### config.mk
export PLATFORM = sky130hd
export DESIGN_NAME = ex_issue_queue
export DESIGN_NICKNAME = d
export VERILOG_FILES = /design/src/logic/ex_pkg.sv /design/src/logic/ex_issue_queue.sv
export SDC_FILE = /design/constraint.sdc
export NUM_CORES = 1
export LEC_CHECK = 0
export ABC_AREA = 1
export CAP_MARGIN = 5
export CORE_MARGIN = 4
export CORE_UTILIZATION = 53
export CTS_CLUSTER_SIZE = 30
export DETAILED_ROUTE_END_ITERATION = 10
export DONT_BUFFER_PORTS = 1
export GPL_TIMING_DRIVEN = 0
export PLACE_DENSITY = 0.72
export SLEW_MARGIN = 0
export SYNTH_ARGS = -nofsm -noshare
export SYNTH_HDL_FRONTEND = slang
export SYNTH_SLANG_ARGS = --single-unit
### constraint.sdc
create_clock -name cpu_clock_i -period 4.6 [get_ports cpu_clock_i]
set_input_delay 0.92 -clock cpu_clock_i [delete_from_list [all_inputs] [get_ports cpu_clock_i]]
set_output_delay 0.92 -clock cpu_clock_i [all_outputs]
set_load 0.02 [all_outputs]
### src/logic/ex_pkg.sv
package ex_pkg;

    typedef logic [5:0] tag_t;     // Tag 0 reads as zero.
    typedef logic [4:0] rob_id_t;

    typedef enum logic [2:0] {
        CLS_ALU    = 3'd0,
        CLS_JAL    = 3'd1,
        CLS_JALR   = 3'd2,
        CLS_LUI    = 3'd3,
        CLS_AUIPC  = 3'd4,
        CLS_BRANCH = 3'd5
    } op_class_e;

    typedef enum logic [3:0] {
        ALU_ADD  = 4'd0,
        ALU_SUB  = 4'd1,
        ALU_AND  = 4'd2,
        ALU_OR   = 4'd3,
        ALU_XOR  = 4'd4,
        ALU_SLL  = 4'd5,
        ALU_SRL  = 4'd6,
        ALU_SRA  = 4'd7,
        ALU_SLT  = 4'd8,
        ALU_SLTU = 4'd9
    } alu_op_e;

    // Branch conditions keep the funct3 encoding.
    typedef enum logic [2:0] {
        BR_BEQ  = 3'd0,
        BR_BNE  = 3'd1,
        BR_BLT  = 3'd4,
        BR_BGE  = 3'd5,
        BR_BLTU = 3'd6,
        BR_BGEU = 3'd7
    } br_cond_e;

    typedef struct packed {
        logic     spare;
        br_cond_e cond;
    } br_view_t;

    // The same four bits are an ALU operation or a branch condition.
    typedef union packed {
        alu_op_e  alu_view;
        br_view_t br_view;
    } op_u;

    typedef struct packed {
        op_class_e   op_class;
        op_u         op;
        logic        imm_sel;   // Operand b takes the immediate.
        tag_t        rs1;
        tag_t        rs2;
        tag_t        dest;
        rob_id_t     rob_id;
        logic [31:0] imm;
        logic [29:0] pc;        // Word address.
        logic        pred_taken;
    } instr_t;

    typedef struct packed {
        logic        valid;
        op_class_e   op_class;
        op_u         op;
        tag_t        dest;
        rob_id_t     rob_id;
        logic [31:0] a;
        logic [31:0] b;
        logic [31:0] imm;
        logic [29:0] pc;
        logic        pred_taken;
    } dispatch_t;

    typedef struct packed {
        logic        valid;
        tag_t        dest;
        rob_id_t     rob_id;
        logic [31:0] value;
    } result_t;

    typedef struct packed {
        logic        valid;
        logic [29:0] target;
    } redirect_t;

    // Conditional branches and jumps without a link register write nothing back.
    function automatic logic has_result(op_class_e op_class, tag_t dest);
        case (op_class)
            CLS_BRANCH:        return 1'b0;
            CLS_JAL, CLS_JALR: return dest != '0;
            default:           return 1'b1;
        endcase
    endfunction

endpackage

### src/logic/ex_issue_queue.sv
module ex_issue_queue #(
    parameter int QUEUE_DEPTH = 4
) (
    input   wire logic              cpu_clock_i,
    input   wire logic              arst_n_i,
    input   wire logic              push_i,
    input   wire ex_pkg::instr_t    instr_i,
    input   wire logic              pop_i,
    input   wire logic              flush_i,
    output       ex_pkg::instr_t    head_o,
    output       logic              head_valid_o,
    output       logic              credit_o
);
    localparam int AW = $clog2(QUEUE_DEPTH);
    localparam int CW = $clog2(QUEUE_DEPTH + 1);

    ex_pkg::instr_t     mem [QUEUE_DEPTH];
    logic [AW-1:0]      rd_ptr;
    logic [AW-1:0]      wr_ptr;
    logic [CW-1:0]      count;
    logic [CW-1:0]      drop_cnt;   // Flushed entries whose credit is still owed.
    logic [CW-1:0]      drop_next;
    logic               push_fire;
    logic               pop_fire;

    // The head is held back until every flushed credit has gone out.
    assign head_valid_o = (count != '0) && (drop_cnt == '0);
    assign head_o       = mem[rd_ptr];
    assign push_fire    = push_i && !flush_i;
    assign pop_fire     = pop_i && head_valid_o && !flush_i;
    assign credit_o     = pop_fire || (drop_cnt != '0);

    always_comb begin
        drop_next = drop_cnt;
        if (drop_cnt != '0) begin
            drop_next = drop_cnt - 1'b1;
        end
        if (flush_i) begin
            drop_next = drop_next + count + CW'(push_i); // A push in the flush cycle is dropped too.
        end
    end

    always_ff @(posedge cpu_clock_i or negedge arst_n_i) begin
        if (!arst_n_i) begin
            rd_ptr   <= '0;
            wr_ptr   <= '0;
            count    <= '0;
            drop_cnt <= '0;
        end else begin
            drop_cnt <= drop_next;
            if (flush_i) begin
                rd_ptr <= wr_ptr;
                count  <= '0;
            end else begin
                if (push_fire) wr_ptr <= wr_ptr + 1'b1;
                if (pop_fire)  rd_ptr <= rd_ptr + 1'b1;
                count <= count + CW'(push_fire) - CW'(pop_fire);
            end
        end
    end

    always_ff @(posedge cpu_clock_i) begin
        if (push_fire) mem[wr_ptr] <= instr_i;
    end

    // The issuer holds a credit for every slot it fills, dropped ones included.
    a_push_with_credit: assert property (@(posedge cpu_clock_i) disable iff (!arst_n_i)
        push_i |-> (int'(count) + int'(drop_cnt)) < QUEUE_DEPTH);

    a_pop_not_empty: assert property (@(posedge cpu_clock_i) disable iff (!arst_n_i)
        pop_i |-> head_valid_o);

endmodule

Word-level counts from Yosys, hierarchy flattened. Memories as Yosys holds them, arrays and structs flattened. Cells that the tools add are included.

$add $sub $neg: 7. Reductions and logical operators: 11. Muxes and demuxes: 7. Bitwise operators: 1.

Operators with widths (number): $mux 3 (3); $add 3x1->3 (2); $reduce_bool 3->1 (2); $add 2x1->2 const B (2); $logic_and 1x1->1 (4); $mux 2 (2); $add 3x3->3 (1); $logic_not 3->1 (1); $sub 3x1->3 (1); $sub 3x1->3 const B (1); $mux 1 (2); $reduce_and 2->1 (1); $reduce_bool 2->1 (1); $logic_not 1->1 (1); $logic_or 1x1->1 (1); $not 1->1 (1).

Bits in registers: 10. Output and inout port bits: 96. Memories: 1. Bits of input ports: 99. Bits in writable memories: 376. Logic and storage cells: 31.

Memories: mem (words 4, bits a word 94, read ports 1, clocked after Yosys merged registers in 0, wr ports 1, line ex_issue_queue.sv:17) `ex_pkg::instr_t mem [QUEUE_DEPTH];`.

Logic depth before layout (Yosys ltp). Gate-level depths: netlist of run 1.

Depth after elaboration: 6. Gate-level depth with buffers: 14. Depth with buffers taken out: 14.

Worst setup path after synthesis of run 1. No wires, ideal clock.

Path type: input port to flip-flop. Start: in flush_i. End: mem mem[0][0] (netlist name) (enable). Arrival time: 5.165 ns. Path buffers: 0. Slack: -1.113 ns. Cell stages on the path: 3. Data required time: 4.052 ns. Cells stage by stage: inv_1 > nand2_1 > nor2_1.

Word-level cells in the longest chain between the ends: 4.

RTL lines: start, declared (line ex_issue_queue.sv:9) `input wire logic flush_i,`; $logic_not 1->1 (line ex_issue_queue.sv:29) `assign push_fire = push_i && !flush_i;`; $logic_and 1x1->1 (line ex_issue_queue.sv:29); $mux 1 (line ex_issue_queue.sv:63) `if (push_fire) mem[wr_ptr] <= instr_i;`; $mux 1 (not written as such) (line ex_issue_queue.sv:63); end, declared (line ex_issue_queue.sv:17).

Every way passes these cells.

==> impl_metrics.ini, run 1 <==
[status]
status = complete, no violations

[route]
drtIter0Drc = 731
ant_nets = 0
wl_mm = 33.1
via_count = 8429
routedWlPerCell_um = 22.7
vias_per_cell = 5.79
drtPass1Iterations = 5
drc = 0

[global_routing]
met3_usage = 0.0772
grt_usage = 0.214
antenna_found_initial = 0
use_met2 = 0.352
grt_pass1_vias = 8603
grtUsageMet1 = 0.268
grt_max_degree = 30
grt_remaining_overflow = 0
grt_pass1_wl_mm = 50.1
top_usage_layer = met2

[synthesis]
yosys_warnings = 0
ys_seq_area_frac = 0.788
ys_seq_elements = 386
synth_fp_nets = 1113
syn_avg_cell_area_sq_um = 14.6
yosysTopAreaCell = edfxtp_1
synthCells = 1003
synthTopCellsByArea = edfxtp_1 77%, o21ai_0 5.9%, nor2_1 5.1%, o22ai_1 4.0%, dfrtp_1 1.7%
synth_top_area_share = 0.771
ys_types = 22
synth_area_sq_um = 14600

[place]
postPlaceCellArea_sq_um = 15400
dp_hpwl_mm = 20.9
globalplace.congestion = 0.757
io_buffer_count = 0

[critical_path]
ff2ff_path_depth = 13
critPathCaptureType = output port
r2r-end = count[2]$_DFF_PN0_
worstPathArrival_ps = 2560
startpoint = rd_ptr[1]$_DFFE_PN0P_
reg2reg_from = drop_cnt[0]$_DFF_PN0_
reg2reg_slack_ps = 2170
timing_worst_setup_path_type = flip-flop to output port
critPathRequiredTime_ps = 3680
crit_path_max_fanout = 10
start_kind = flip-flop

[timing]
post-route-period-util = 0.757
hold_violations = 0
relSlewSlack = 0.381
timing.hold.ws_ps = 104
fin_tns_setup_ps = 0
tightest_slew_ps = 926
fmaxAchievable_mhz = 287
drv_slew = 0
finalClockSkew_ps = 12.3
min_period_ps = 3480
finalSetupViolations = 0
rsz0062_at_grt = false

[worst_hold_path]
holdCritPathClass = input port to async pin

[layout]
stdcell_area_sq_um = 16700
area_delta_synth_final_pct = 13.8
layout_commonest_cell = edfxtp_1
final_cell_mix = 376 x edfxtp_1, 195 x nor2_1, 172 x o21ai_0
fin_nets = 1168
num_antenna_cells = 0
drive_gt1_frac = 0.104

[floorplanning]
die_h_um = 174
coreArea_sq_um = 27100
die_area_sq_um = 30400
rows = 60
fp.dieW_um = 174
ios = 195
start_util = 0.540

[clocking]
clkLatencyLatePin_ps = 520
cts_root_buf = clkbuf_16
clk_pin_slew_ps = 60
cts_sinks = 386
htree_levels = 2
post_cts_buffers = 0
clk_path_buf_depth = 3
cts_hold_buffers = 0
numCtsBuffers = 39
cts_tree = yes
cts_resized = 0

[power]
power-per-cell-area_nw_per_um2 = 602
peakVddDrop_v = 0.000397
p_leak_uw = 0.00548

[flow_run]
drv_cap = 0
## synthesized netlist by cell type
cell        n
a21oi_1     3
buf_2      15
buf_4       2
buf_6      14
buf_8       1
clkbuf_1   19
clkbuf_2   11
dfrtp_1    10
edfxtp_1  376
fa_1        3
ha_1        8
inv_1      23
inv_2       1
inv_6       1
mux2i_1     1
nand2_1    19
nand3_1     6
nor2_1    199
o21ai_0   172
o21ai_1    22
o22ai_1    94
xor2_1      3
## flip-flops by register name (all words and copies together), names as in the netlist
register and count:
mem 376, count 3, drop_cnt 3, rd_ptr 2, wr_ptr 2
## cell families (layout without fill, tap and decap cells)
kind of cell | after synthesis | after routing | share of synthesized area
DFF | 386 | 386 | 0.788
AOI/OAI and AO/OA | 291 | 291 | 0.107
and+or+nand+nor | 224 | 224 | 0.0579
buffers and inverters | 87 | 169 | 0.0333
adders and majority gates | 11 | 11 | 0.0109
xor gates and xnor gates | 3 | 3 | 0.00179
muxes | 1 | 1 | 0.000683
## area by class of cell
type	instances	area, sq um
Multi-Input combinational cell	530	2650
Tap cell	372	465
Timing Repair Buffer	14	303
Clock buffer	50	1060
Fill cell	1971	10400
Inverter	25	98.8
Clock inverter	18	163
Buffer	62	389
Sequential cell	386	11500
## power breakdown
group | internal (uW) | total, uW | switching (uW) | leakage (uW)
Combinational | 663 | 2670 | 2000 | 0.00135
Clock | 1790 | 3020 | 1230 | 0.000589
Sequential | 4250 | 4340 | 97.1 | 0.00354
## worst max-delay path, stage by stage (launching register included)
cell,delay (ps)
dfrtp_1,580
inv_2,200
buf_4,230
clkbuf_2,280
o21ai_0,150
o22ai_1,610
## through the flow
stage | power (uW) | cells | setup slack (ps) | utilization
finish | 10000 | 1457 | 1120 | 0.615
global route | 10500 | 1457 | 985 | 0.615
CTS | 10100 | 1457 | 1100 | 0.615
detailed placement | 7100 | 1389 | 1420 | 0.570
global placement | 7050 | 1375 | -4470 | 0.558
floorplan | 6330 | 1003 | -1110 | -
## worst max path at each step
stage          slack, ps                   end
6_report            1120            head_o[71]
3_3_place_gp       -4470  mem[3][28]$_DFFE_PP_
4_1_cts             1100            head_o[71]
3_5_place_dp        1420  mem[1][32]$_DFFE_PP_
2_1_floorplan      -1110   mem[0][0]$_DFFE_PP_
5_1_grt              980            head_o[71]
## layer usage
metal,part of all wire,wire (um),vias to the layer above
met5,0,0,-
met3,0.10,3370,57
met2,0.49,16200,349
li1,-,-,3868
met1,0.38,12600,4155
met4,0.028,931,0
Note: power is estimated with default switching activity, not from simulation.
==> run 2, diff against run 1 <==
==> constraint.sdc (replaced) <==
create_clock -name cpu_clock_i -period 3.2 [get_ports cpu_clock_i]
set_input_delay 0.64 -clock cpu_clock_i [delete_from_list [all_inputs] [get_ports cpu_clock_i]]
set_output_delay 0.64 -clock cpu_clock_i [all_outputs]
set_load 0.02 [all_outputs]
==> impl_metrics.ini, run 2 (synthesized netlist as in run 1, its figures left out) <==
[power]
seqPwrFrac = 0.423
internal_power_uw = 9940
peakVddDrop_v = 0.000444
combPwrFrac = 0.260
p_sw_uw = 4820
power-per-cell-area_nw_per_um2 = 880
p_sw_frac = 0.327
p_clk_frac = 0.317
p_leak_uw = 0.00555

[layout]
top_register = mem
fill_cells = 2023
fin_util = 0.619
drive_gt1_frac = 0.116
fin_nets = 1168
seqCellArea_sq_um = 11500
top_regs = mem (376), count (3), drop_cnt (3)
multi_input_area_sq_um = 2690
layout_commonest_cell = edfxtp_1
largest_reg_flops = 376
final_cell_mix = 376 x edfxtp_1, 195 x nor2_1, 172 x o21ai_0
num_antenna_cells = 0
area_delta_synth_final_pct = 14.6
stdcell_area_sq_um = 16800
final_cells = 1460

[route]
drtPass1Iterations = 5
drc = 0
wl_mm = 32.8
vias_per_cell = 5.73
drtIter0Drc = 586
via_count = 8365
ant_nets = 0
routedWlPerCell_um = 22.5

[worst_hold_path]
holdCritPathClass = input port to flip-flop
worstHoldPathCells = 0
min_to = mem[0][35]$_DFFE_PP_
worstHoldStart = instr_i[35]

[floorplanning]
die_area_sq_um = 30400
coreArea_sq_um = 27100
ios = 195
start_util = 0.540
die_h_um = 174
fp.dieW_um = 174
rows = 60

[global_routing]
grt_pass1_vias = 8460
grt_usage = 0.211
grt_remaining_overflow = 0
grt_pass1_wl_mm = 49.5
antenna_found_initial = 0
grt_max_degree = 30

[clocking]
numCtsBuffers = 40
clk_path_buf_depth = 3
htree_levels = 2
cts_root_buf = clkbuf_16
clkLatencyLatePin_ps = 530
post_cts_buffers = 0
clk_pin_slew_ps = 60
cts_tree = yes
cts_sinks = 386

[timing]
relSlewSlack = 0.399
finalSetupViolations = 0
fmaxAchievable_mhz = 326
hold_violations = 0
tightest_slew_ps = 899
fin_ws_ps = 133
drv_slew = 0
post-route-period-util = 0.958
min_period_ps = 3070
rsz0062_at_grt = false
finalClockSkew_ps = 19.3

[critical_path]
worstPathArrival_ps = 2430
start_kind = flip-flop
critPathRequiredTime_ps = 2560
ff2ff_path_depth = 13
r2r-end = count[2]$_DFF_PN0_
reg2reg_slack_ps = 810
crit_path_max_fanout = 10
timing_worst_setup_path_type = flip-flop to output port
reg2reg_from = drop_cnt[0]$_DFF_PN0_
critPathCaptureType = output port

[place]
place_inst = 1387
place_ws_ps = 368
io_buffer_count = 0
dp_hpwl_mm = 20.7
postPlaceCellArea_sq_um = 15400
globalplace.congestion = 0.777

[flow_run]
drv_cap = 0

[status]
status = complete, no violations
[run 2: critical path: stages, from the launching register on]
cell	delay, ps
dfrtp_1	570
inv_2	200
buf_4	220
clkbuf_2	250
o21ai_0	120
o22ai_1	540
[run 2: cell type report]
type / count / share of cell area
buffer: 62 / 0.0232
clock buffer: 53 / 0.0650
clock inverter: 19 / 0.0152
inverter: 25 / 0.00589
multi-input combinational: 530 / 0.160
sequential: 386 / 0.688
tap: 372 / 0.0277
timing repair buffer: 13 / 0.0154
[run 2: timing repair]
action	CTS	global route
endpoints found under the hold margin	10	0
endpoints found under the setup margin	0	6
hold buffers	1	0
resized for setup	0	6
[run 2: per-stage QoR]
stage	hold WS, ps	TNS [ps]	power, uW
after global placement	345	-985360	10100
after CTS	184	0	14900
after floorplan	344	-260130	9070
final	206	0	14800
after global routing	184	0	15500
after detailed placement	345	0	10200
[run 2: worst max-delay path by stage]
stage,start,endpoint
floorplan,flush_i,mem[0][0]$_DFFE_PP_
CTS,rd_ptr[1]$_DFFE_PN0P_,head_o[69]
finish,rd_ptr[1]$_DFFE_PN0P_,head_o[73]
detailed placement,flush_i,mem[2][37]$_DFFE_PP_
global route,rd_ptr[1]$_DFFE_PN0P_,head_o[65]
global placement,flush_i,mem[3][27]$_DFFE_PP_
[run 2: power groups by stage]
stage,clock network (uW),registers (uW),logic [uW]
4_1_cts,4770,6240,3860
3_5_place_dp,0,6350,3840
5_1_grt,5010,6280,4180
3_3_place_gp,0,6410,3660
6_report,4680,6240,3840
2_1_floorplan,0,6340,2730
[run 2: metal layers]
layer  global-route usage  up-vias  share of wire
met3               0.0694       52          0.093
met1                0.272     4143           0.40
met2                0.345      303           0.48
li1                     -     3867              -
met5                    0        -              0
met4               0.0610        0          0.023
==> run 3, diff against run 2 <==
--- a/config.mk
+++ b/config.mk
@@ -13,7 +13,7 @@
 export DETAILED_ROUTE_END_ITERATION = 10
 export DONT_BUFFER_PORTS = 1
 export GPL_TIMING_DRIVEN = 0
-export PLACE_DENSITY = 0.72
+export PLACE_DENSITY = 0.69
 export SLEW_MARGIN = 0
 export SYNTH_ARGS = -nofsm -noshare
 export SYNTH_HDL_FRONTEND = slang
==> constraint.sdc (replaced) <==
create_clock -name cpu_clock_i -period 2.9 [get_ports cpu_clock_i]
set_input_delay 0.58 -clock cpu_clock_i [delete_from_list [all_inputs] [get_ports cpu_clock_i]]
set_output_delay 0.58 -clock cpu_clock_i [all_outputs]
set_load 0.02 [all_outputs]
==> impl_metrics.ini, run 3 (synthesized netlist as in run 1, its figures left out) <==
[flow_run]
drv_cap = 0

[route]
m1WireLength_mm = 12.9
met2WireLength_mm = 16.6
drtPass1Iterations = 5
wl_mm = 33.1
ant_nets = 0
wl_met3_mm = 3.17
drtIter0Drc = 700
vias_per_cell = 5.76
routedWlPerCell_um = 22.7
topRoutingLayerUsed = met4
drc = 0
via_count = 8408

[critical_path]
worstPathArrival_ps = 2280
crit_path_max_fanout = 10
critPathRequiredTime_ps = 2320
reg2reg_slack_ps = 480
timing_worst_setup_path_type = flip-flop to output port
critPathCaptureType = output port
start_kind = flip-flop
ff2ff_path_depth = 14

[floorplanning]
coreArea_sq_um = 27100
die_h_um = 174
ios = 195
rows = 60
start_util = 0.540
fp.dieW_um = 174
die_area_sq_um = 30400

[global_routing]
grt_usage = 0.212
grt_pass1_wl_mm = 49.7
grt_pass1_vias = 8547
grt_remaining_overflow = 0
grt_max_degree = 30
antenna_found_initial = 0

[layout]
seqCellArea_sq_um = 11500
top_regs = mem (376), count (3), drop_cnt (3)
multi_input_area_sq_um = 3150
largest_reg_flops = 376
top_register = mem
fin_nets = 1169
num_antenna_cells = 0
final_cells = 1459
area_delta_synth_final_pct = 17.7
layout_commonest_cell = edfxtp_1
drive_gt1_frac = 0.189
final_cell_mix = 376 x edfxtp_1, 195 x nor2_1, 172 x o21ai_0
fin_util = 0.636
fill_cells = 1931

[power]
p_leak_uw = 0.00581
power-per-cell-area_nw_per_um2 = 961
internal_power_uw = 11000
p_clk_frac = 0.301
finalPower_uw = 16600
seqPwrFrac = 0.416
p_sw_frac = 0.334
peakVddDrop_v = 0.000619
p_sw_uw = 5530
combPwrFrac = 0.283

[place]
dp_hpwl_mm = 20.0
io_buffer_count = 0
globalplace.congestion = 0.724
place_ws_ps = 84.9
place_inst = 1388

[worst_hold_path]
holdCritPathClass = input port to flip-flop
worstHoldPathCells = 0

[clocking]
cts_sinks = 386
clkLatencyLatePin_ps = 520
clk_path_buf_depth = 3
htree_levels = 2
cts_tree = yes
cts_root_buf = clkbuf_16
numCtsBuffers = 40
clk_pin_slew_ps = 70
post_cts_buffers = 0

[timing]
fin_ws_ps = 44.3
tightest_slew_ps = 893
post-route-period-util = 0.985
rsz0062_at_grt = false
min_period_ps = 2860
fmaxAchievable_mhz = 350
finalClockSkew_ps = 13.4
drv_slew = 0
relSlewSlack = 0.403
hold_violations = 0
finalSetupViolations = 0
timing.hold.ws_ps = 152

[status]
status = complete, no violations
run 3: worst paths after layout:
check	from	to
min in group asynchronous	arst_n_i	drop_cnt[2]$_DFF_PN0_
setup reg to reg	drop_cnt[0]$_DFF_PN0_	count[2]$_DFF_PN0_
max in group asynchronous	arst_n_i	rd_ptr[1]$_DFFE_PN0P_
hold reg to reg	count[2]$_DFF_PN0_	drop_cnt[2]$_DFF_PN0_
hold / removal	instr_i[26]	mem[2][26]$_DFFE_PP_
setup / recovery	rd_ptr[0]$_DFFE_PN0P_	head_o[1]
run 3: final cells by class:
type | instances | area share
repair buffers | 14 | 0.0165
clock buffers | 54 | 0.0660
well taps | 372 | 0.0270
multi-input cells | 530 | 0.183
clock inverters | 16 | 0.00951
plain buffers | 62 | 0.0230
flip-flops and latches | 386 | 0.669
inverters | 25 | 0.00573
run 3: power by group through the flow:
stage | clock network, uW | registers [uW] | logic [uW]
floorplan | 0 | 7000 | 3010
global placement | 0 | 7080 | 4040
detailed placement | 0 | 7000 | 4240
CTS | 5060 | 6890 | 4480
global route | 5340 | 6930 | 5060
finish | 4990 | 6890 | 4680
run 3: metal layers:
layer  up-vias  global-route usage
li1       3868                   -
met1      4183               0.272
met2       312               0.356
met3        45              0.0687
met4         0              0.0468
met5         -                   0
run 3: worst max-delay path, cell delays in order, from the launching register on:
cell and delay (ps):
dfrtp_1 460, buf_6 200, inv_6 140, buf_8 200, buf_6 190, nor2_1 50
o22ai_1 500
run 3: stage by stage:
step | setup TNS (ps) | area (sq um)
2_1_floorplan | -350370 | 14700
3_3_place_gp | -1074650 | 15100
3_5_place_dp | 0 | 15400
4_1_cts | 0 | 17000
5_1_grt | 0 | 17200
6_report | 0 | 17200
run 3: timing repair:
action | in CTS | in global routing
pin swaps | 1 | 0
hold buffers | 1 | 0
hold endpoints to repair | 10 | 0
gates resized for setup | 44 | 46
setup endpoints to repair | 88 | 47
