## src/logic/ex_pkg.sv

```systemverilog
package ex_pkg;

    typedef logic [5:0] tag_t;     // Tag 0 reads as zero.
    typedef logic [4:0] rob_id_t;

    typedef enum logic [2:0] {
        CLS_ALU    = 3'd0,
        CLS_JAL    = 3'd1,
        CLS_JALR   = 3'd2,
        CLS_LUI    = 3'd3,
        CLS_AUIPC  = 3'd4,
        CLS_BRANCH = 3'd5
    } op_class_e;

    typedef enum logic [3:0] {
        ALU_ADD  = 4'd0,
        ALU_SUB  = 4'd1,
        ALU_AND  = 4'd2,
        ALU_OR   = 4'd3,
        ALU_XOR  = 4'd4,
        ALU_SLL  = 4'd5,
        ALU_SRL  = 4'd6,
        ALU_SRA  = 4'd7,
        ALU_SLT  = 4'd8,
        ALU_SLTU = 4'd9
    } alu_op_e;

    // Branch conditions keep the funct3 encoding.
    typedef enum logic [2:0] {
        BR_BEQ  = 3'd0,
        BR_BNE  = 3'd1,
        BR_BLT  = 3'd4,
        BR_BGE  = 3'd5,
        BR_BLTU = 3'd6,
        BR_BGEU = 3'd7
    } br_cond_e;

    typedef struct packed {
        logic     spare;
        br_cond_e cond;
    } br_view_t;

    // The same four bits are an ALU operation or a branch condition.
    typedef union packed {
        alu_op_e  alu_view;
        br_view_t br_view;
    } op_u;

    typedef struct packed {
        op_class_e   op_class;
        op_u         op;
        logic        imm_sel;   // Operand b takes the immediate.
        tag_t        rs1;
        tag_t        rs2;
        tag_t        dest;
        rob_id_t     rob_id;
        logic [31:0] imm;
        logic [29:0] pc;        // Word address.
        logic        pred_taken;
    } instr_t;

    typedef struct packed {
        logic        valid;
        op_class_e   op_class;
        op_u         op;
        tag_t        dest;
        rob_id_t     rob_id;
        logic [31:0] a;
        logic [31:0] b;
        logic [31:0] imm;
        logic [29:0] pc;
        logic        pred_taken;
    } dispatch_t;

    typedef struct packed {
        logic        valid;
        tag_t        dest;
        rob_id_t     rob_id;
        logic [31:0] value;
    } result_t;

    typedef struct packed {
        logic        valid;
        logic [29:0] target;
    } redirect_t;

    // Conditional branches and jumps without a link register write nothing back.
    function automatic logic has_result(op_class_e op_class, tag_t dest);
        case (op_class)
            CLS_BRANCH:        return 1'b0;
            CLS_JAL, CLS_JALR: return dest != '0;
            default:           return 1'b1;
        endcase
    endfunction

endpackage

```

## src/logic/ex_branch_unit.sv

```systemverilog
module ex_branch_unit (
    input   wire logic                  cpu_clock_i,
    input   wire logic                  arst_n_i,
    input   wire ex_pkg::dispatch_t     disp_i,
    input   wire ex_pkg::result_t       alu_result_i,
    output       ex_pkg::result_t       br_result_o,
    output       ex_pkg::result_t       result_o,
    output       ex_pkg::redirect_t     redirect_o
);
    logic [31:0] pc_byte;
    logic [31:0] link;
    logic [31:0] jalr_sum;
    logic [31:0] value;
    logic [31:0] target;
    logic        cond_true;
    logic        taken;
    logic        is_br;
    logic        mispredict;

    assign pc_byte  = {disp_i.pc, 2'b00};
    assign link     = pc_byte + 32'd4;
    assign jalr_sum = disp_i.a + disp_i.imm;
    assign is_br    = disp_i.valid && (disp_i.op_class != ex_pkg::CLS_ALU);

    always_comb begin
        case (disp_i.op.br_view.cond)
            ex_pkg::BR_BEQ:  cond_true = disp_i.a == disp_i.b;
            ex_pkg::BR_BNE:  cond_true = disp_i.a != disp_i.b;
            ex_pkg::BR_BLT:  cond_true = $signed(disp_i.a) < $signed(disp_i.b);
            ex_pkg::BR_BGE:  cond_true = $signed(disp_i.a) >= $signed(disp_i.b);
            ex_pkg::BR_BLTU: cond_true = disp_i.a < disp_i.b;
            ex_pkg::BR_BGEU: cond_true = disp_i.a >= disp_i.b;
            default:         cond_true = 1'b0;
        endcase
    end

    always_comb begin
        value  = link;
        taken  = 1'b0;
        target = link; // Fall-through.
        case (disp_i.op_class)
            ex_pkg::CLS_LUI:   value = disp_i.imm;
            ex_pkg::CLS_AUIPC: value = pc_byte + disp_i.imm;
            ex_pkg::CLS_JAL: begin
                taken  = 1'b1;
                target = pc_byte + disp_i.imm;
            end
            ex_pkg::CLS_JALR: begin
                taken  = 1'b1;
                target = {jalr_sum[31:1], 1'b0};
            end
            ex_pkg::CLS_BRANCH: begin
                value = '0;
                taken = cond_true;
                if (cond_true) target = pc_byte + disp_i.imm;
            end
            default: value = '0;
        endcase
    end

    // JALR has no predicted target, so it always redirects.
    assign mispredict = (disp_i.op_class == ex_pkg::CLS_JALR)
                      || (((disp_i.op_class == ex_pkg::CLS_JAL)
                          || (disp_i.op_class == ex_pkg::CLS_BRANCH))
                          && (taken != disp_i.pred_taken));

    always_ff @(posedge cpu_clock_i or negedge arst_n_i) begin
        if (!arst_n_i) begin
            br_result_o <= '0;
            redirect_o  <= '0;
        end else begin
            br_result_o.valid  <= is_br && ex_pkg::has_result(disp_i.op_class, disp_i.dest);
            br_result_o.dest   <= disp_i.dest;
            br_result_o.rob_id <= disp_i.rob_id;
            br_result_o.value  <= value;
            redirect_o.valid   <= is_br && mispredict;
            redirect_o.target  <= target[31:2];
        end
    end

    assign result_o = br_result_o.valid ? br_result_o : alu_result_i;

endmodule

```

## config.mk

```make
export PLATFORM = sky130hd
export DESIGN_NAME = ex_branch_unit
export DESIGN_NICKNAME = d
export VERILOG_FILES = /design/src/logic/ex_pkg.sv /design/src/logic/ex_branch_unit.sv
export SDC_FILE = /design/constraint.sdc
export NUM_CORES = 1
export LEC_CHECK = 0
export ABC_AREA = 1
export BUFFER_PORTS_ARGS = -buffer_cell sky130_fd_sc_hd__buf_4
export CAP_MARGIN = 10
export CORE_ASPECT_RATIO = 0.5
export CORE_MARGIN = 2
export CORE_UTILIZATION = 43
export CTS_CLUSTER_DIAMETER = 200
export DETAILED_ROUTE_END_ITERATION = 8
export PLACE_DENSITY_LB_ADDON = 0.3
export REMOVE_ABC_BUFFERS = 1
export SLEW_MARGIN = 20
export SYNTH_ARGS = -nofsm -noshare
export SYNTH_HDL_FRONTEND = slang
export SYNTH_SLANG_ARGS = --single-unit
```

## constraint.sdc

```tcl
create_clock -name cpu_clock_i -period 1.5 [get_ports cpu_clock_i]
set_clock_uncertainty 0.05 [all_clocks]
set_input_delay 0.3 -clock cpu_clock_i [delete_from_list [all_inputs] [get_ports cpu_clock_i]]
set_output_delay 0.3 -clock cpu_clock_i [all_outputs]
set_load 0.02 [all_outputs]
```

==> results.cfg, run 1 <==
[placement]
gp_congestion = 0.996
io_buffers = 309
place.detailed.hpwl_um = 32500

[die]
rows = 36
ios = 311
start_util_pct = 43.8
die_y_um = 104
die_w_um = 203

[cts]
cts_root_buf = clkbuf_16
cts.htree.levels = 3
cts_sinks = 75
clockBufferDepth = 2
numCtsBuffers = 9

[yosys]
synthAdderAreaFrac_pct = 13.7
yosysUniqueCellTypes = 46
yosysTopAreaCell = dfrtp_1
yosysSeqAreaShare_pct = 22.0
synth_top_family_by_area = simple AND/OR/NAND/NOR gates
synthTopCellsByArea = dfrtp_1, nand2_1, ha_1
synthXorXnorAreaFrac_pct = 5.55
syn_inst = 1300
synthSimpleGateAreaFrac_pct = 30.6
synth_mux_area_share_pct = 0
avgSynthCellArea_um2 = 6.56
synth-seq-cells = 75
syn_area_um2 = 8520
synth_compound_area_share_pct = 19.4
synth_warnings = 0
synth_top_area_share_pct = 22.0

[sta]
crit_endpoint = redirect_o[11]$_DFF_PN0_/D
endpoint_type = register data pin

[global_route]
grt_usage_pct = 80.7
grt_overflow = 49
grt_max_degree = 76

[outcome]
run_status = did not finish
haltStage = global routing (5_1_grt)
error_line = [ERROR GRT-0232] Routing congestion too high. Check the congestion heatmap in the GUI.
## metrics by stage
| stage | instance area, µm² | std cells | setup slack [ps] | utilization [%] | hold WS, ps |
|---|---|---|---|---|---|
| floorplan | 8420 | 1277 | -1420 | - | -45.6 |
| CTS | 16500 | 2267 | -704 | 85.0 | 5.37 |
| global placement | 13800 | 2198 | -1360 | 70.8 | 298 |
| detailed placement | 13800 | 2198 | -1420 | 70.8 | 307 |
## timing repair
item	in CTS
hold endpoints to repair	81
gates cloned	10
hold buffers	7
setup endpoints to repair	102
gates resized for setup	435
pin swaps	144
setup buffers	40
## kinds of logic after synthesis
group / Yosys count
compound gates: 266
xor+xnor: 54
fa+ha+maj: 93
buf+inv: 190
flops: 75
simple gates: 622
## cells in the mapped netlist (all sizes together)
cell	instances
nand2	427
inv	165
a21oi	107
ha	92
nor2	88
dfrtp	75
o21ai	60
nand3	49
xor2	37
o211ai	34
nor3	23
clkbuf	20
nand4	17
xnor2	17
o221ai	16
a31oi	15
or2	13
a21o	9
o21a	9
o21bai	5
buf	3
a21boi	2
a221oi	2
a31o	2
clkinv	2
nor3b	2
nor4	2
o2111ai	2
a22oi	1
a311oi	1
fa	1
nand3b	1
o22ai	1
## routing by layer
layer | track usage (%) | overflow
met1 | 82.2 | 4
met2 | 92.6 | 20
met3 | 71.7 | 3
met4 | 71.0 | 22
met5 | 58.8 | 0
==> inputs of run 2 (changes only) <==
--- a/config.mk
+++ b/config.mk
@@ -8,12 +8,10 @@
 export ABC_AREA = 1
 export BUFFER_PORTS_ARGS = -buffer_cell sky130_fd_sc_hd__buf_4
 export CAP_MARGIN = 10
-export CORE_ASPECT_RATIO = 0.5
 export CORE_MARGIN = 2
-export CORE_UTILIZATION = 43
-export CTS_CLUSTER_DIAMETER = 200
+export CORE_UTILIZATION = 28
 export DETAILED_ROUTE_END_ITERATION = 8
-export PLACE_DENSITY_LB_ADDON = 0.3
+export PLACE_DENSITY_LB_ADDON = 0.15
 export REMOVE_ABC_BUFFERS = 1
 export SLEW_MARGIN = 20
 export SYNTH_ARGS = -nofsm -noshare
==> results.cfg, run 2 <==
[yosys]
ys_top_cells_by_count = nand2_1, inv_1, a21oi_1, ha_1, nor2_1
avgSynthCellArea_um2 = 6.56
synth-seq-cells = 75
synthTopCellsByArea = dfrtp_1, nand2_1, ha_1
synthFlopType = dfrtp_1
yosysSeqAreaShare_pct = 22.0
syn_inst = 1300
yosysMostFrequentCell = nand2_1
async_flop_share_pct = 100
syn_area_um2 = 8520
synth_warnings = 0
yosysTopAreaCell = dfrtp_1
synth_top_area_share_pct = 22.0
synth-edff-count = 0
yosysUniqueCellTypes = 46

[layout]
seq_area_um2 = 1880
final_cell_mix = buf_4, nand2_1, inv_1, buf_6, nand2_2
fin_util_pct = 60.4
syn_to_final_growth_pct = 111
finalNetCount = 2296
drive_gt1_share_pct = 57.7
top_register = br_result_o
final_cell_area_um2 = 18000
fill_cells = 2627
top_regs = br_result_o: 44 flops, redirect_o: 31 flops
mostFrequentLayoutCell = buf_4
multi_input_area_um2 = 8380
largest_register_ffs = 44

[power_and_ir_drop]
p_clk_share_pct = 21.1
p_int_mw = 7.05
leakage_nw = 9.11
sw_frac_of_total_pct = 39.1
ir_worst_vdd_uv = 498
p_comb_share_pct = 58.4
power.density_nw_per_um2 = 644
seqPwrFrac_pct = 20.5
netSwitchingPower_mw = 4.53

[sta]
post-route-period-util_pct = 151
fin_setup_tns_ps = -42600
layout_setup_ws_ps = -758
rsz0062_at_grt = true
tightest_slew_ps = 465
maxSlewViolCount = 0
period_minus_slack_ps = 2260
finalHoldViolations = 0
clock.fmax_mhz = 443
slew_headroom_pct = 68.8
setup_viol = 101

[global_route]
grt_pass1_vias = 11252
grt_antenna_before_repair = 1
grt_pass1_wl_um = 61500
grt_overflow = 0
grt_usage_pct = 25.6
grt_max_degree = 27

[die]
dieArea_um2 = 31900
rows = 63
coreArea_um2 = 29800
die_w_um = 178
ios = 311
start_util_pct = 28.6
die_y_um = 178

[cts]
clockBufferDepth = 2
cts_root_buf = clkbuf_16
path_clk_slew_ps = 70
cts_sinks = 75
cts_tree = yes
cts.htree.levels = 3
numCtsBuffers = 9

[worst_setup_path]
endpoint_kind = flop
cp_slowest_cell = ha_4
max_stage_delay_ps = 280
cp.arrival_ps = 2490
critPathLaunchType = primary input
worstPathCellList = buf_12 > ha_4 > nand2_4 > nor2_4 > nand2_4 > nor3b_4 > nand2_2 > nand2_2 > o21ai_2 > inv_2 > nand2_2 > nor2_4 > nand3_4 > nand2_4 > buf_12 > nand2_8 > or2_1 > o211ai_2
required_ps = 1730
criticalPathCategory = in2reg
worstPathMaxFanout = 8

[detailed_routing]
drtIter0Drc = 741
wl_per_cell_um = 17.7
via_count = 11532
vias_per_cell = 4.79
drt-total-wl_um = 42600
drt_first_pass_iters = 5
drc_errors = 0
ant_nets = 0

[placement]
gp_congestion = 0.970
io_buffers = 309
place.detailed.hpwl_um = 32200
placed_cell_area_um2 = 14100

[outcome]
violations = negative setup slack
run_status = finished, violations left

[run]
max_cap_violations = 0

[hold_path]
whs_path_depth = 1
hp-class = in2reg
hold_path.startpoint = disp_i[130]
hold_end = br_result_o[35]
run 2: cell counts after synthesis:
No cell type changed its count.
run 2: worst max path at each step:
stage / end / slack [ps] / from / cells after the start
after floorplan: redirect_o[22] / -1420 / disp_i[144] / 7
after global placement: redirect_o[24] / -1260 / disp_i[1] / 14
after detailed placement: redirect_o[24] / -1310 / disp_i[1] / 14
after CTS: redirect_o[22] / -690 / disp_i[100] / 19
after global routing: redirect_o[1] / -820 / disp_i[91] / 20
final: redirect_o[22] / -760 / disp_i[126] / 18
run 2: per-stage QoR:
step	total power, mW	std cells	hold WS (ps)	setup slack [ps]
finish	11.6	2407	15.9	-758
global route	12.2	2407	3.06	-823
CTS	11.0	2397	0.657	-685
detailed placement	7.48	2337	210	-1310
global placement	7.44	2337	211	-1260
floorplan	4.63	1277	-45.6	-1420
run 2: timing repair:
action,4_1_cts,5_1_grt
pin swaps,145,115
cloned,10,0
setup endpoints to repair,103,103
setup buffers,38,12
endpoints found under the hold margin,24,3
hold buffers,2,3
gates resized for setup,435,248
run 2: worst max-delay path, delay by kind of cell:
family,cells,cell delay [ps]
buffers and inverters,3,300
AOI/OAI and AO/OA,2,110
and+or+nand+nor,12,1480
adders and majority gates,1,280
run 2: cell families after synthesis:
| kind of cell | after synthesis | synth area share, % |
|---|---|---|
| AOI/OAI and AO/OA | 266 | 19.4 |
| xor gates and xnor gates | 54 | 5.55 |
| adders and majority gates | 93 | 13.7 |
| buffers and inverters | 190 | 8.63 |
| DFF | 75 | 22.0 |
| and+or+nand+nor | 622 | 30.6 |
run 2: area by class of cell:
cell class / instances / area share (%)
timing repair buffer: 723 / 34.9
antenna: 1 / 0.0139
clock inverter: 7 / 0.549
multi-input combinational: 1035 / 46.6
clock buffer: 9 / 1.25
inverter: 167 / 3.60
sequential: 75 / 10.4
tap: 390 / 2.71
run 2: power groups by stage:
stage / clock, mW / sequential (mW) / combinational (mW)
CTS: 2.49 / 2.37 / 6.12
finish: 2.44 / 2.37 / 6.77
floorplan: 0 / 2.65 / 1.98
detailed placement: 0 / 2.39 / 5.09
global placement: 0 / 2.38 / 5.06
global route: 2.57 / 2.40 / 7.27
run 2: layer usage:
layer	share of wire (%)	wire length [µm]	up-vias	track usage [%]
met1	44	18800	5385	35.1
met4	2.2	952	0	6.88
li1	-	-	5736	-
met5	0	0	-	0
met3	5.5	2320	42	2.37
met2	48	20500	369	42.9
No activity file was read; power rests on OpenSTA's default activity.
==> inputs of run 3 (changes only) <==
--- a/config.mk
+++ b/config.mk
@@ -8,8 +8,10 @@
 export ABC_AREA = 1
 export BUFFER_PORTS_ARGS = -buffer_cell sky130_fd_sc_hd__buf_4
 export CAP_MARGIN = 10
+export CELL_PAD_IN_SITES_DETAIL_PLACEMENT = 0
+export CELL_PAD_IN_SITES_GLOBAL_PLACEMENT = 2
 export CORE_MARGIN = 2
-export CORE_UTILIZATION = 28
+export CORE_UTILIZATION = 26
 export DETAILED_ROUTE_END_ITERATION = 8
 export PLACE_DENSITY_LB_ADDON = 0.15
 export REMOVE_ABC_BUFFERS = 1
==> results.cfg, run 3 (same netlist as run 2, synthesis figures left out) <==
[power_and_ir_drop]
power.density_nw_per_um2 = 629
netSwitchingPower_mw = 4.56
p_clk_share_pct = 19.0
seqPwrFrac_pct = 20.8
p_int_mw = 6.91
leakage_nw = 9.18
p_comb_share_pct = 60.2
ir_worst_vdd_uv = 441
sw_frac_of_total_pct = 39.8

[sta]
period_minus_slack_ps = 2240
tightest_slew_ps = 469
layout_setup_ws_ps = -740
slew_headroom_pct = 68.4
rsz0062_at_grt = true
setup_viol = 99
maxSlewViolCount = 0
post-route-period-util_pct = 149
finalHoldViolations = 0
clock.fmax_mhz = 447

[detailed_routing]
ant_nets = 0
drt_first_pass_iters = 4
drt-total-wl_um = 43600
vias_per_cell = 4.60
drtIter0Drc = 434
drc_errors = 0
wl_per_cell_um = 17.5
via_count = 11435

[worst_setup_path]
cp.arrival_ps = 2470
critPathLaunchType = primary input
crit_family = simple AND/OR/NAND/NOR gates
critPathBufInv = 4
cp_common_cell = nand2_2
worstPathMaxFanout = 7
required_ps = 1730
endpoint_kind = flop
worstPathCellList = buf_8 > ha_4 > nand2_4 > nor2_4 > nand2_2 > nor3b_4 > buf_4 > nand2_4 > nand2_2 > nand2_2 > nand4_1 > nand3_4 > nand2_8 > nand2_8 > buf_12 > buf_6 > o211ai_2
max_stage_delay_ps = 280
criticalPathCategory = in2reg
cp_slowest_cell = ha_4

[placement]
place.detailed.hpwl_um = 33900
dp.cells = 2396
io_buffers = 309
pre_cts_slack_ps = -1290
placed_cell_area_um2 = 14200
gp_congestion = 0.881

[cts]
cts.htree.levels = 3
cts_tree = yes
path_clk_slew_ps = 60
cts_sinks = 75
cts_root_buf = clkbuf_16
numCtsBuffers = 9
clockBufferDepth = 2

[layout]
multi_input_area_um2 = 8300
mostFrequentLayoutCell = buf_4
drive_gt1_share_pct = 58.5
final_cell_mix = buf_4, nand2_1, inv_1, nand2_2, buf_6
fill_cells = 3080
top_register = br_result_o
largest_register_ffs = 44
num_antenna_cells = 0
seq_area_um2 = 1880
stdcell_count = 2484
syn_to_final_growth_pct = 114
finalNetCount = 2322
final_cell_area_um2 = 18200
top_regs = br_result_o: 44 flops, redirect_o: 31 flops

[global_route]
grt_antenna_before_repair = 2
grt_pass1_wl_um = 62500
grt_usage_pct = 24.4
grt_pass1_vias = 11043
grt_max_degree = 30
grt_overflow = 0

[die]
die_w_um = 185
ios = 311
rows = 66
dieArea_um2 = 34300
die_y_um = 185
coreArea_um2 = 32400
start_util_pct = 26.3

[outcome]
violations = negative setup slack
run_status = finished, violations left

[hold_path]
hp-class = in2reg

[run]
max_cap_violations = 0
-- run 3: changes by cell type in the layout (fill, tap and decap cells not counted), moves of 6 or more --
cell / before / now
buf_6: 97 / 110
nand2_2: 86 / 112
nand2_1: 262 / 249
buf_4: 586 / 592
ha_4: 47 / 38
nand2_4: 78 / 64
ha_1: 44 / 53
-- run 3: metrics by stage --
step | power (mW) | setup TNS [ps] | hold slack [ps] | util, %
6_report | 11.5 | -43010 | 12.1 | 56.3
5_1_grt | 12.1 | -50490 | 3.17 | 56.3
3_5_place_dp | 7.58 | -63510 | 215 | 43.8
3_3_place_gp | 7.57 | -61450 | 211 | 43.8
2_1_floorplan | 4.63 | -122160 | -45.6 | -
4_1_cts | 10.9 | -45190 | 0.402 | 52.2
-- run 3: area by class of cell --
class,instances,area share (%)
clock buffers,12,1.41
clock inverters,4,0.178
inverters,167,3.62
multi-input cells,1035,45.5
flip-flops and latches,75,10.3
well taps,442,3.03
repair buffers,749,35.9
-- run 3: layer usage --
layer / wire, µm / vias up / GRT usage [%]
li1: - / 5796 / -
met1: 20100 / 5320 / 33.6
met2: 20600 / 287 / 40.7
met3: 2320 / 30 / 3.72
met4: 566 / 2 / 4.54
met5: 9 / - / 0
-- run 3: power by group through the flow --
stage | logic (mW) | clock network, mW | registers [mW]
final | 6.90 | 2.19 | 2.38
after global routing | 7.43 | 2.30 | 2.40
after CTS | 6.29 | 2.23 | 2.36
after detailed placement | 5.20 | 0 | 2.39
after global placement | 5.19 | 0 | 2.38
after floorplan | 1.98 | 0 | 2.65
-- run 3: worst paths after layout --
path,start,to,slack (ps),cells past startpoint
setup / recovery,disp_i[126],redirect_o[23],-740,17
hold / removal,disp_i[130],br_result_o[35],10,1
max in group asynchronous,arst_n_i,br_result_o[32],510,3
min in group asynchronous,arst_n_i,br_result_o[17],370,2
-- run 3: what timing repair did --
action                                 in CTS  in global routing
setup buffers                              40                 26
pin swaps                                 127                141
hold buffers                                7                  0
resized for setup                         403                292
endpoints found under the hold margin      31                  0
gates cloned                               10                  2
setup endpoints to repair                 103                101
==> inputs of run 4 (changes only) <==
--- a/config.mk
+++ b/config.mk
@@ -5,13 +5,12 @@
 export SDC_FILE = /design/constraint.sdc
 export NUM_CORES = 1
 export LEC_CHECK = 0
-export ABC_AREA = 1
 export BUFFER_PORTS_ARGS = -buffer_cell sky130_fd_sc_hd__buf_4
 export CAP_MARGIN = 10
 export CELL_PAD_IN_SITES_DETAIL_PLACEMENT = 0
 export CELL_PAD_IN_SITES_GLOBAL_PLACEMENT = 2
 export CORE_MARGIN = 2
-export CORE_UTILIZATION = 26
+export CORE_UTILIZATION = 28
 export DETAILED_ROUTE_END_ITERATION = 8
 export PLACE_DENSITY_LB_ADDON = 0.15
 export REMOVE_ABC_BUFFERS = 1
==> results.cfg, run 4 <==
[placement]
gp_congestion = 0.911
io_buffers = 309
placed_cell_area_um2 = 13600
pre_cts_slack_ps = -1830
dp.cells = 1961
place.detailed.hpwl_um = 31400

[yosys]
synth-edff-count = 0
yosysUniqueCellTypes = 70
ys_top_cells_by_count = ha_1, a21oi_1, dfrtp_1, mux2_2, nand2_1
synth_warnings = 0
syn_area_um2 = 8300
yosysTopAreaCell = dfrtp_1
synthFlopType = dfrtp_1
yosysSeqAreaShare_pct = 22.6
synth_top_area_share_pct = 22.6
syn_inst = 973
avgSynthCellArea_um2 = 8.53
async_flop_share_pct = 100
synthTopCellsByArea = dfrtp_1, ha_1, mux2_2
synth-seq-cells = 75
yosysMostFrequentCell = ha_1

[run]
max_cap_violations = 0

[detailed_routing]
ant_nets = 0
drt-total-wl_um = 40900
drt_first_pass_iters = 5
via_count = 10290
vias_per_cell = 5.09
drtIter0Drc = 491
drc_errors = 0
wl_per_cell_um = 20.2

[sta]
period_minus_slack_ps = 2720
slew_headroom_pct = 58.0
maxSlewViolCount = 0
clock.fmax_mhz = 368
post-route-period-util_pct = 181
rsz0062_at_grt = true
finalHoldViolations = 0
setup_viol = 101
holdWs_ps = 117
layout_setup_ws_ps = -1220
tightest_slew_ps = 624

[layout]
syn_to_final_growth_pct = 96.4
final_cell_area_um2 = 16300
mostFrequentLayoutCell = buf_4
drive_gt1_share_pct = 58.9
final_cell_mix = buf_4, buf_6, dfrtp_1, ha_1, nand2_1
finalNetCount = 1911
stdcell_count = 2022
top_register = br_result_o
largest_register_ffs = 44
top_regs = br_result_o: 44 flops, redirect_o: 31 flops
fin_util_pct = 55.5
fill_cells = 2701

[outcome]
run_status = finished, violations left
violations = negative setup slack

[global_route]
grt_usage_pct = 25.3
grt_pass1_vias = 10344
grt_overflow = 0
grt_antenna_before_repair = 1
grt_pass1_wl_um = 59700
grt_max_degree = 36

[cts]
clockBufferDepth = 2
numCtsBuffers = 9
cts_sinks = 75
cts_tree = yes
path_clk_slew_ps = 70
cts.htree.levels = 3
cts_root_buf = clkbuf_16

[worst_setup_path]
worstPathMaxFanout = 6
worstPathCellList = buf_8 > ha_4 > nor2b_1 > o211ai_1 > a21oi_2 > o311a_4 > a211oi_4 > mux2i_2 > a211o_4 > a21oi_4 > buf_6 > a221o_1
required_ps = 1690
criticalPathCategory = in2reg
crit_family = compound AO/OA/AOI/OAI gates
critPathBufInv = 2
cp.arrival_ps = 2910
cp_slowest_cell = o311a_4
max_stage_delay_ps = 380
endpoint_kind = flop
critPathLaunchType = primary input

[die]
ios = 311
dieArea_um2 = 31100
coreArea_um2 = 29400
die_w_um = 176
start_util_pct = 28.2
rows = 63
die_y_um = 176

[power_and_ir_drop]
sw_frac_of_total_pct = 39.0
seqPwrFrac_pct = 21.4
ir_worst_vdd_uv = 652
leakage_nw = 7.77
netSwitchingPower_mw = 4.26
p_clk_share_pct = 20.6
p_int_mw = 6.67
power.density_nw_per_um2 = 670
p_comb_share_pct = 58.0

[hold_path]
hp-class = in2reg
-- run 4: cell types whose count changed in the layout (fill, tap and decap cells not counted), sizes merged, moves of 17 or more --
| cell | previous run | this run |
|---|---|---|
| nand2 | 427 | 64 |
| inv | 167 | 54 |
| buf | 740 | 666 |
| mux2 | 0 | 68 |
| nor2 | 88 | 52 |
| a21oi | 107 | 78 |
| o211ai | 34 | 7 |
| xnor2 | 17 | 41 |
| and2 | 0 | 23 |
| a22oi | 1 | 23 |
| o22ai | 1 | 20 |
| a21o | 9 | 26 |
| nand3 | 49 | 32 |
-- run 4: cells by family (layout without fill, tap and decap cells) --
group	count (synthesis)	in the layout	synth area share, %
adder cells (fa/ha/maj)	93	93	14.1
buffers and inverters	89	747	4.22
AND/OR/NAND/NOR	271	271	16.6
flip-flops	75	75	22.6
multiplexers	74	74	9.94
XOR/XNOR	72	72	7.59
other	0	1	0
AO/OA/AOI/OAI	299	299	24.9
-- run 4: final timing paths --
check / cells after the start / slack [ps] / start / endpoint
max: 12 / -1220 / disp_i[96] / redirect_o[25]
min: 2 / 120 / disp_i[31] / br_result_o[0]
max in group asynchronous: 3 / 570 / arst_n_i / redirect_o[18]
min in group asynchronous: 2 / 300 / arst_n_i / br_result_o[3]
-- run 4: what timing repair did --
item                                    in CTS  in global routing
endpoints found under the setup margin     102                103
pin swaps                                  105                 98
endpoints found under the hold margin       23                  0
cloned                                       6                  1
hold buffers                                12                  0
buffers inserted                            30                  9
resized for setup                          254                168
-- run 4: final cells by class --
type	instances	area (µm²)	area share (%)
clock inverter	7	52.6	0.322
clock buffer	9	225	1.38
antenna	1	2.50	0.0153
sequential	75	1880	11.5
tap	390	488	2.99
multi-input combinational	809	7660	47.0
inverter	52	205	1.26
timing repair buffer	679	5800	35.6
-- run 4: per-layer routing --
| metal | GRT usage (%) | vias to the layer above | part of all wire [%] |
|---|---|---|---|
| li1 | - | 4965 | - |
| met1 | 34.3 | 4912 | 45 |
| met2 | 42.4 | 371 | 47 |
| met3 | 3.77 | 42 | 5.8 |
| met4 | 5.96 | 0 | 1.9 |
| met5 | 0 | - | 0 |
-- run 4: stage by stage --
stage | TNS [ps] | power [mW]
final | -67410 | 10.9
after global routing | -72310 | 11.5
after CTS | -70640 | 10.6
after detailed placement | -87890 | 7.42
after global placement | -85710 | 7.40
after floorplan | -88450 | 4.65
-- run 4: power by group through the flow --
stage	combinational [mW]	sequential (mW)	clock, mW
final	6.34	2.34	2.25
after floorplan	2.01	2.64	0
after detailed placement	5.05	2.37	0
after CTS	5.93	2.33	2.32
after global placement	5.03	2.37	0
after global routing	6.75	2.36	2.36
